==> config.mk <==
export PLATFORM = sky130hd
export DESIGN_NAME = gat_coef_top
export DESIGN_NICKNAME = d
export VERILOG_FILES = /design/src/logic/gat_pkg.sv /design/src/logic/gat_coef_top.sv /design/src/logic/coef_bank.sv /design/src/logic/dot_product_tree.sv /design/src/logic/dmvm_ctrl.sv /design/src/logic/wh_row_memory.sv
export SDC_FILE = /design/constraint.sdc
export NUM_CORES = 2
export LEC_CHECK = 0
export BUFFER_PORTS_ARGS = -buffer_cell sky130_fd_sc_hd__buf_2
export CORE_MARGIN = 2
export CORE_UTILIZATION = 50
export DETAILED_ROUTE_END_ITERATION = 16
export GPL_TIMING_DRIVEN = 0
export PLACE_DENSITY = 0.66
export SLEW_MARGIN = 20
export SYNTH_ARGS = -nofsm -noshare
export SYNTH_HDL_FRONTEND = slang
export SYNTH_SLANG_ARGS = --single-unit
export TNS_END_PERCENT = 100
==> constraint.sdc <==
create_clock -name clk -period 7.4 [get_ports clk]
set_input_delay 0.37 -clock clk [delete_from_list [all_inputs] [get_ports clk]]
set_output_delay 0.37 -clock clk [all_outputs]
set_load 0.02 [all_outputs]
==> src/logic/gat_pkg.sv <==
`default_nettype none

package gat_pkg;

  // element width of vector entries, weights, scores and coefficients
  parameter int DEF_DATA_W = 8;

  // lanes per row, half of the attention vector, power of two
  parameter int DEF_HALF_A = 8;

  // nodes per sub-graph, also the number of coefficients
  parameter int DEF_MAX_NODES = 8;

  // row memory address width
  parameter int DEF_ROW_AW = 5;

  // controller sequence, one row walks FETCH to STORE
  typedef enum logic [2:0] {
    IDLE,
    FETCH,
    MUL,
    REDUCE,
    STORE,
    ACT
  } ctrl_state_e;

endpackage

`default_nettype wire
==> src/logic/gat_coef_top.sv <==
`default_nettype none

module gat_coef_top #(
  parameter int DATA_W    = gat_pkg::DEF_DATA_W,
  parameter int HALF_A    = gat_pkg::DEF_HALF_A,
  parameter int MAX_NODES = gat_pkg::DEF_MAX_NODES,
  parameter int ROW_AW    = gat_pkg::DEF_ROW_AW,
  localparam int CNT_W    = $clog2(MAX_NODES + 1),
  localparam int IDX_W    = $clog2(MAX_NODES),
  localparam int WGT_W    = DATA_W * HALF_A,
  localparam int ROW_W    = WGT_W + CNT_W + 1
) (
  input  wire logic              clk,
  input  wire logic              rst_n,
  input  wire logic              wh_we_i,
  input  wire logic [ROW_AW-1:0] wh_waddr_i,
  input  wire logic [ROW_W-1:0]  wh_wdata_i,
  input  wire logic              vec_load_i,
  input  wire logic [DATA_W-1:0] vec_i [2*HALF_A],
  input  wire logic              start_i,
  input  wire logic [ROW_AW-1:0] base_addr_i,
  output logic      [DATA_W-1:0] coef_o [MAX_NODES],
  output logic      [CNT_W-1:0]  num_nodes_o,
  output logic                   busy_o,
  output logic                   done_o
);

  logic              rd_en;
  logic [ROW_AW-1:0] rd_addr;
  logic [ROW_W-1:0]  row_data;
  logic [WGT_W:0]    tree_row;
  logic              mul_en;
  logic              red_en;
  logic              store_en;
  logic              clear_en;
  logic              act_en;
  logic [IDX_W-1:0]  node_idx;
  logic [DATA_W-1:0] score;
  logic              vec_load_ok;

  // vector held steady while a run is in flight
  assign vec_load_ok = vec_load_i && !busy_o;
  // tree sees weights and source flag, count field stripped
  assign tree_row = {row_data[ROW_W-1 -: WGT_W], row_data[0]};

  wh_row_memory #(
    .ROW_W  (ROW_W),
    .ROW_AW (ROW_AW)
  ) u_mem (
    .clk       (clk),
    .rst_n     (rst_n),
    .wr_en_i   (wh_we_i),
    .wr_addr_i (wh_waddr_i),
    .wr_data_i (wh_wdata_i),
    .rd_en_i   (rd_en),
    .rd_addr_i (rd_addr),
    .rd_data_o (row_data)
  );

  dmvm_ctrl #(
    .DATA_W    (DATA_W),
    .HALF_A    (HALF_A),
    .MAX_NODES (MAX_NODES),
    .ROW_AW    (ROW_AW)
  ) u_ctrl (
    .clk          (clk),
    .rst_n        (rst_n),
    .start_i      (start_i),
    .base_addr_i  (base_addr_i),
    .row_data_i   (row_data),
    .rd_en_o      (rd_en),
    .rd_addr_o    (rd_addr),
    .mul_en_o     (mul_en),
    .red_en_o     (red_en),
    .store_en_o   (store_en),
    .clear_en_o   (clear_en),
    .act_en_o     (act_en),
    .node_idx_o   (node_idx),
    .node_count_o (num_nodes_o),
    .busy_o       (busy_o),
    .done_o       (done_o)
  );

  dot_product_tree #(
    .DATA_W (DATA_W),
    .HALF_A (HALF_A)
  ) u_tree (
    .clk        (clk),
    .rst_n      (rst_n),
    .vec_load_i (vec_load_ok),
    .vec_i      (vec_i),
    .row_data_i (tree_row),
    .mul_en_i   (mul_en),
    .red_en_i   (red_en),
    .score_o    (score)
  );

  coef_bank #(
    .DATA_W    (DATA_W),
    .MAX_NODES (MAX_NODES)
  ) u_bank (
    .clk          (clk),
    .rst_n        (rst_n),
    .clear_en_i   (clear_en),
    .store_en_i   (store_en),
    .act_en_i     (act_en),
    .node_idx_i   (node_idx),
    .node_count_i (num_nodes_o),
    .score_i      (score),
    .coef_o       (coef_o)
  );

endmodule

`default_nettype wire

==> src/logic/coef_bank.sv <==
`default_nettype none

module coef_bank #(
  parameter int DATA_W    = gat_pkg::DEF_DATA_W,
  parameter int MAX_NODES = gat_pkg::DEF_MAX_NODES,
  localparam int CNT_W    = $clog2(MAX_NODES + 1),
  localparam int IDX_W    = $clog2(MAX_NODES)
) (
  input  wire logic              clk,
  input  wire logic              rst_n,
  input  wire logic              clear_en_i,
  input  wire logic              store_en_i,
  input  wire logic              act_en_i,
  input  wire logic [IDX_W-1:0]  node_idx_i,
  input  wire logic [CNT_W-1:0]  node_count_i,
  input  wire logic [DATA_W-1:0] score_i,
  output logic      [DATA_W-1:0] coef_o [MAX_NODES]
);

  logic [DATA_W-1:0] score_q  [MAX_NODES];
  logic [DATA_W-1:0] coef_q   [MAX_NODES];
  logic [DATA_W-1:0] coef_nxt [MAX_NODES];

  // per-node scores, cleared at the start of each sub-graph
  always_ff @(posedge clk) begin
    if (clear_en_i) begin
      for (int i = 0; i < MAX_NODES; i++) begin
        score_q[i] <= '0;
      end
    end else if (store_en_i) begin
      score_q[node_idx_i] <= score_i;
    end
  end

  // self score plus node score, saturated, masked past the count
  for (genvar i = 0; i < MAX_NODES; i++) begin : g_coef
    logic [DATA_W:0] pair_sum;

    assign pair_sum = score_q[0] + score_q[i];
    assign coef_nxt[i] = (i >= node_count_i) ? '0
                       : pair_sum[DATA_W]    ? {DATA_W{1'b1}}
                       : pair_sum[DATA_W-1:0];
  end

  always_ff @(posedge clk) begin
    if (!rst_n) begin
      for (int i = 0; i < MAX_NODES; i++) begin
        coef_q[i] <= '0;
      end
    end else if (act_en_i) begin
      coef_q <= coef_nxt;
    end
  end

  assign coef_o = coef_q;

endmodule

`default_nettype wire

==> src/logic/dot_product_tree.sv <==
`default_nettype none

module dot_product_tree #(
  parameter int DATA_W = gat_pkg::DEF_DATA_W,
  parameter int HALF_A = gat_pkg::DEF_HALF_A,
  localparam int WGT_W = DATA_W * HALF_A
) (
  input  wire logic              clk,
  input  wire logic              rst_n,
  input  wire logic              vec_load_i,
  input  wire logic [DATA_W-1:0] vec_i [2*HALF_A],
  input  wire logic [WGT_W:0]    row_data_i,
  input  wire logic              mul_en_i,
  input  wire logic              red_en_i,
  output logic      [DATA_W-1:0] score_o
);

  logic [DATA_W-1:0] vec_q     [2*HALF_A];
  logic [DATA_W-1:0] lane_q    [HALF_A];
  logic [DATA_W-1:0] prod_fold [HALF_A];
  logic [DATA_W-1:0] sum_fold  [HALF_A/2];
  logic              src_flag;

  assign src_flag = row_data_i[0];

  // attention vector, first half for the source node
  always_ff @(posedge clk) begin
    if (vec_load_i) begin
      vec_q <= vec_i;
    end
  end

  // lane products, lane 0 weight sits in the top byte
  for (genvar i = 0; i < HALF_A; i++) begin : g_lane
    logic [DATA_W-1:0]   weight;
    logic [DATA_W-1:0]   a_sel;
    logic [2*DATA_W-1:0] prod;

    assign weight = row_data_i[WGT_W - i*DATA_W -: DATA_W];
    assign a_sel  = src_flag ? vec_q[i] : vec_q[i + HALF_A];
    assign prod   = weight * a_sel;
    // overflow keeps the upper byte
    assign prod_fold[i] = (prod[2*DATA_W-1:DATA_W] != '0) ? prod[2*DATA_W-1:DATA_W]
                                                          : prod[DATA_W-1:0];
  end

  // one tree level, pair k lands in lane k
  for (genvar k = 0; k < HALF_A/2; k++) begin : g_pair
    logic [DATA_W:0] sum;

    assign sum = lane_q[2*k] + lane_q[2*k+1];
    // carry out drops the lsb instead
    assign sum_fold[k] = sum[DATA_W] ? sum[DATA_W:1] : sum[DATA_W-1:0];
  end

  always_ff @(posedge clk) begin
    if (!rst_n) begin
      for (int i = 0; i < HALF_A; i++) begin
        lane_q[i] <= '0;
      end
    end else if (mul_en_i) begin
      lane_q <= prod_fold;
    end else if (red_en_i) begin
      for (int k = 0; k < HALF_A/2; k++) begin
        lane_q[k] <= sum_fold[k];
      end
    end
  end

  assign score_o = lane_q[0];

endmodule

`default_nettype wire

==> src/logic/dmvm_ctrl.sv <==
`default_nettype none

module dmvm_ctrl #(
  parameter int DATA_W    = gat_pkg::DEF_DATA_W,
  parameter int HALF_A    = gat_pkg::DEF_HALF_A,
  parameter int MAX_NODES = gat_pkg::DEF_MAX_NODES,
  parameter int ROW_AW    = gat_pkg::DEF_ROW_AW,
  localparam int CNT_W    = $clog2(MAX_NODES + 1),
  localparam int IDX_W    = $clog2(MAX_NODES),
  localparam int ROW_W    = DATA_W * HALF_A + CNT_W + 1
) (
  input  wire logic              clk,
  input  wire logic              rst_n,
  input  wire logic              start_i,
  input  wire logic [ROW_AW-1:0] base_addr_i,
  input  wire logic [ROW_W-1:0]  row_data_i,
  output logic                   rd_en_o,
  output logic      [ROW_AW-1:0] rd_addr_o,
  output logic                   mul_en_o,
  output logic                   red_en_o,
  output logic                   store_en_o,
  output logic                   clear_en_o,
  output logic                   act_en_o,
  output logic      [IDX_W-1:0]  node_idx_o,
  output logic      [CNT_W-1:0]  node_count_o,
  output logic                   busy_o,
  output logic                   done_o
);

  import gat_pkg::*;

  // tree depth in REDUCE cycles
  localparam int LVLS  = $clog2(HALF_A);
  localparam int LVL_W = $clog2(LVLS + 1);

  ctrl_state_e       state_q;
  logic [ROW_AW-1:0] base_q;
  logic [IDX_W-1:0]  row_cnt_q;
  logic [LVL_W-1:0]  lvl_cnt_q;
  logic [CNT_W-1:0]  run_cnt_q;
  logic [CNT_W-1:0]  out_cnt_q;
  logic              done_q;
  logic              last_row;

  // stop at node count, or at the last slot if the count field is too big
  assign last_row = ((CNT_W'(row_cnt_q) + 1'b1) >= run_cnt_q) ||
                    (row_cnt_q == IDX_W'(MAX_NODES - 1));

  always_ff @(posedge clk) begin
    if (!rst_n) begin
      state_q   <= IDLE;
      base_q    <= '0;
      row_cnt_q <= '0;
      lvl_cnt_q <= '0;
      run_cnt_q <= '0;
      out_cnt_q <= '0;
      done_q    <= 1'b0;
    end else begin
      done_q <= 1'b0;
      case (state_q)
        IDLE: begin
          if (start_i) begin
            base_q    <= base_addr_i;
            row_cnt_q <= '0;
            lvl_cnt_q <= '0;
            state_q   <= FETCH;
          end
        end
        FETCH: state_q <= MUL;
        MUL: begin
          // source row carries the node count
          if (row_cnt_q == '0) begin
            run_cnt_q <= row_data_i[CNT_W:1];
          end
          state_q <= REDUCE;
        end
        REDUCE: begin
          if (lvl_cnt_q == LVL_W'(LVLS - 1)) begin
            lvl_cnt_q <= '0;
            state_q   <= STORE;
          end else begin
            lvl_cnt_q <= lvl_cnt_q + 1'b1;
          end
        end
        STORE: begin
          if (last_row) begin
            state_q <= ACT;
          end else begin
            row_cnt_q <= row_cnt_q + 1'b1;
            state_q   <= FETCH;
          end
        end
        ACT: begin
          out_cnt_q <= run_cnt_q;
          done_q    <= 1'b1;
          state_q   <= IDLE;
        end
        default: state_q <= IDLE;
      endcase
    end
  end

  assign rd_en_o    = (state_q == FETCH);
  assign rd_addr_o  = base_q + ROW_AW'(row_cnt_q);
  assign mul_en_o   = (state_q == MUL);
  assign red_en_o   = (state_q == REDUCE);
  assign store_en_o = (state_q == STORE);
  // old scores wiped while the first row is fetched
  assign clear_en_o = (state_q == FETCH) && (row_cnt_q == '0);
  assign act_en_o   = (state_q == ACT);
  assign node_idx_o = row_cnt_q;
  // published count only moves when the new coefficients are formed
  assign node_count_o = (state_q == ACT) ? run_cnt_q : out_cnt_q;
  assign busy_o     = (state_q != IDLE);
  assign done_o     = done_q;

endmodule

`default_nettype wire

==> src/logic/wh_row_memory.sv <==
`default_nettype none

module wh_row_memory #(
  parameter int ROW_W  = 45,
  parameter int ROW_AW = gat_pkg::DEF_ROW_AW
) (
  input  wire logic              clk,
  input  wire logic              rst_n,
  input  wire logic              wr_en_i,
  input  wire logic [ROW_AW-1:0] wr_addr_i,
  input  wire logic [ROW_W-1:0]  wr_data_i,
  input  wire logic              rd_en_i,
  input  wire logic [ROW_AW-1:0] rd_addr_i,
  output logic      [ROW_W-1:0]  rd_data_o
);

  logic [ROW_W-1:0] mem_q [2**ROW_AW];
  logic [ROW_W-1:0] rd_data_q;

  // host write port
  always_ff @(posedge clk) begin
    if (wr_en_i) begin
      mem_q[wr_addr_i] <= wr_data_i;
    end
  end

  // registered read, data one cycle after rd_en
  always_ff @(posedge clk) begin
    if (!rst_n) begin
      rd_data_q <= '0;
    end else if (rd_en_i) begin
      rd_data_q <= mem_q[rd_addr_i];
    end
  end

  assign rd_data_o = rd_data_q;

endmodule

`default_nettype wire

==> results.md <==
* Pwr Density at 248 mW/mm²
* Total Routing Usage GR at 0.253
* CTS root buffer: clkbuf_16
* Via count at between 60000 and 70000
* Critical path launch point type: register
* Delay-heaviest family, CP: adder cells
* Core Rows at roughly 180
* Post-synth EDFFs at 2400
* CP Cell Sequence: buf_2 > buf_4 > mux2i_4 > nor2b_1 > fa_1 > inv_1 > fa_1 > inv_1 > fa_1 > inv_1 > fa_1 > inv_1 > ha_1 > o2111a_1 > nor3_1 > mux2_2 > a221oi_1 > nor4_4 > a211o_1 > a32o_1
* Largest net degree at the start of global routing at 56
* Sequential share of the synthesized area at 0.637
* Req. time, crit path at roughly 8000 ps
* Die Wd at around 490 µm
* Worst-margin pin slew at roughly 1100 ps
* Core area at 0.238 mm²
* Highest routed layer: met5
* DR WL/cell at between 20 and 30 µm
* Async SR Flop Fraction at 0
* Boundary Pins at 282
* Final setup margin at between 200 and 250 ps
* Number of synthesis warnings at 0
* Height of the die at between 400 and 500 µm
* Source of the worst register-to-register timing path: u_mem.rd_data_o[0]
* TNS Setup at 0 ps
* Initial DRC Count at between 6000 and 7000
* Post-synth cell types at 90
* DP Area at 0.129 mm²
* Metal3 WL at 21.9 mm
* Syn_area_per_cell at about 17 µm²
* DP Worst Slack at -673 ps
* Initial Utilization at 0.503
* Max H-tree Level at 5
* Hpwl dp at 215 mm
* LEAKAGE at approximately 50 nW
* Post-synth top area cell: edfxtp_1
* Max Clk Rate at 0.140 GHz
* Clk_skew at about 59 ps
* Hold_sp: vec_i[80]
* WHS Path Cells at 2
* Max FO, Critical Path at 10
* Vias in the first global route at ~69000
* Largest cells by area after synthesis: edfxtp_1 60%, mux4_2 13%, fa_1 5.0%, ha_1 4.0%, dfxtp_1 3.7%
* Crit path capture type: register
* CTS sink cnt at roughly 2600
* Layout cells sized above 1 at 0.208
* RePlAce Congestion at 0.910
* Post-synth top cells: 2400 x edfxtp_1, 690 x mux4_2, 471 x inv_1, 386 x ha_1, 375 x nor2b_1
* Drt total wl at 308 mm
* Final nets at around 8800
* Initial antenna violation count at 27
* CTS clock-pin slew for the worst setup and hold paths at approximately 60 ps
* Crit path DAT at approximately 8000 ps
* Synthesized net count at 7925
* Slew Limit Fails at 0
* Vias per std cell at roughly 6
* Clk buf depth at 4
* Fill count at about 18000
* Post-route cell area at ~0.14 mm²
* First-pass GRT wire length at about 450 mm
* Hold path endpoint: u_tree.vec_q[80]
* RSZ-0062 raised after global routing: no
* CTS Buf Count at ~290
* Most common cell in the netlist: edfxtp_1
* Yosys top cell area share at 0.601
* GRT Residual Overflow at 0
* Max cap viols at 0
* Primary FF master, synth: edfxtp_1
* R2R depth at 20
* DR pass1 iterations at 5
* CP max stage delay at 590 ps
* Total length of routed met2 wires at 154 mm
* RR Endpoint: u_tree.score_o[7]
* Hold Slack at roughly 150 ps
* M1 WL at 122 mm
* Final worst path period need at just over 7000 ps
* Hold Path Class: in2reg
* Worst-Skew Late Latency at roughly 930 ps
* Final period util at 0.969
* Slowest stage cell, crit path: mux2i_4
* Slew headroom at 0.218
* Peak supply drop at between 0.2 and 0.3 mV
* Mapped Cells at 7027
* Status: completed
* CTS tree: yes
* Yosys reg bits at ~2600
* Setup violations, final at 0
* Synthesized cell area at 0.120 mm²
* DRC Markers at 0
* CP bufs+invs at 6
* WS Path Type: reg2reg
* Port Buffers at 280
* Flop-to-flop setup slack at roughly 230 ps
* Final hold viol count at 0
* Synthesis-to-finish area growth at 16.6%
* Post-route ant nets at 0
* Die ar. at around 0.24 mm²
[registers in the layout, summed over array words and instances (netlist names)]
name	count
u_mem.mem_q	2208
u_tree.vec_q	128
u_mem.rd_data_o	69
u_bank.coef_o	64
u_bank.score_q	64
u_tree.lane_q	56
u_tree.score_o	8
u_ctrl.base_q	5
u_ctrl.out_cnt_q	4
u_ctrl.run_cnt_q	4
u_ctrl.node_idx_o	3
u_ctrl.state_q	3
u_ctrl.lvl_cnt_q	2
u_ctrl.done_o	1
[area by class of cell]
cell class              instances  area (µm²)  share of cell area
flip-flops and latches       2619       76500               0.547
multi-input cells            3689       41200               0.295
clock buffers                 353        7540              0.0539
repair buffers                634        6750              0.0483
well taps                    3167        3960              0.0283
inverters                     472        1770              0.0127
clock inverters               128        1070             0.00763
plain buffers                 247        1060             0.00761
diodes                          9        22.5            0.000161
[power breakdown]
part	switching, mW	total, mW	internal (mW)
Clock	5.60	13.4	7.77
Sequential	0.228	16.7	16.5
Combinational	2.72	4.64	1.92
Total	8.56	34.7	26.1
[worst max path at each step]
stage,startpoint,end,slack (ps),cells past startpoint
global route,u_mem.rd_data_o[0],u_tree.score_o[7],20,20
finish,u_mem.rd_data_o[0],u_tree.score_o[7],230,20
floorplan,u_mem.rd_data_o[0],u_tree.score_o[7],1160,20
detailed placement,u_mem.rd_data_o[0],u_tree.score_o[7],-670,20
global placement,wh_waddr_i[1],u_mem.mem_q[4][18],-1600,4
CTS,u_mem.rd_data_o[0],u_tree.lane_q[0],30,22
[per-layer routing]
metal  GRT usage  vias to the layer above
li1            -                    29000
met1       0.333                    35100
met2       0.429                     2540
met3      0.0425                      501
met4      0.0816                       12
met5           0                        -
[layout by cell type, fill, tap and decap left out, types with 101 or more instances in the layout]
master and instances:
a211oi_1 101, clkbuf_16 290, buf_2 340, and2_1 121, fa_1 300, clkbuf_1 196
ha_1 386, mux2i_1 108, mux4_2 690, dlygate4sd3_1 211, edfxtp_1 2400, nor2b_1 375
a21oi_1 222, o21ai_0 180, nor2_1 211, dfxtp_1 219, nand2_1 221, inv_1 471
[metrics by stage]
stage	utilization	total power, mW	std cells
final	0.587	34.7	11300
after floorplan	-	19.9	7027
after CTS	0.586	34.9	11300
after detailed placement	0.541	21.5	10600
after global placement	0.526	21.4	10500
after global routing	0.587	36.0	11300
[cells by family after synthesis]
| kind of cell | synth area share |
|---|---|
| and+or+nand+nor | 0.0557 |
| AOI/OAI and AO/OA | 0.0410 |
| muxes | 0.143 |
| adders and majority gates | 0.0903 |
| DFF | 0.637 |
| buffers and inverters | 0.0232 |
| xor gates and xnor gates | 0.00963 |
[worst reg2reg max path, cell delays in order (launching register included)]
cell and delay (ps):
dfxtp_1 570, buf_2 500, buf_4 500, mux2i_4 620, nor2b_1 160, fa_1 550, inv_1 50, fa_1 520
inv_1 50, fa_1 480, inv_1 50, fa_1 470, inv_1 40, ha_1 330, o2111a_1 220, nor3_1 390
mux2_2 390, a221oi_1 440, nor4_4 130, a211o_1 320, a32o_1 270
[timing repair]
action,in CTS,in global routing
setup buffers,0,0
setup endpoints to repair,64,41
endpoints found under the hold margin,2359,0
hold buffers,211,0
gates cloned,0,0
resized for setup,12,22
No activity file was read; power rests on OpenSTA's default activity.
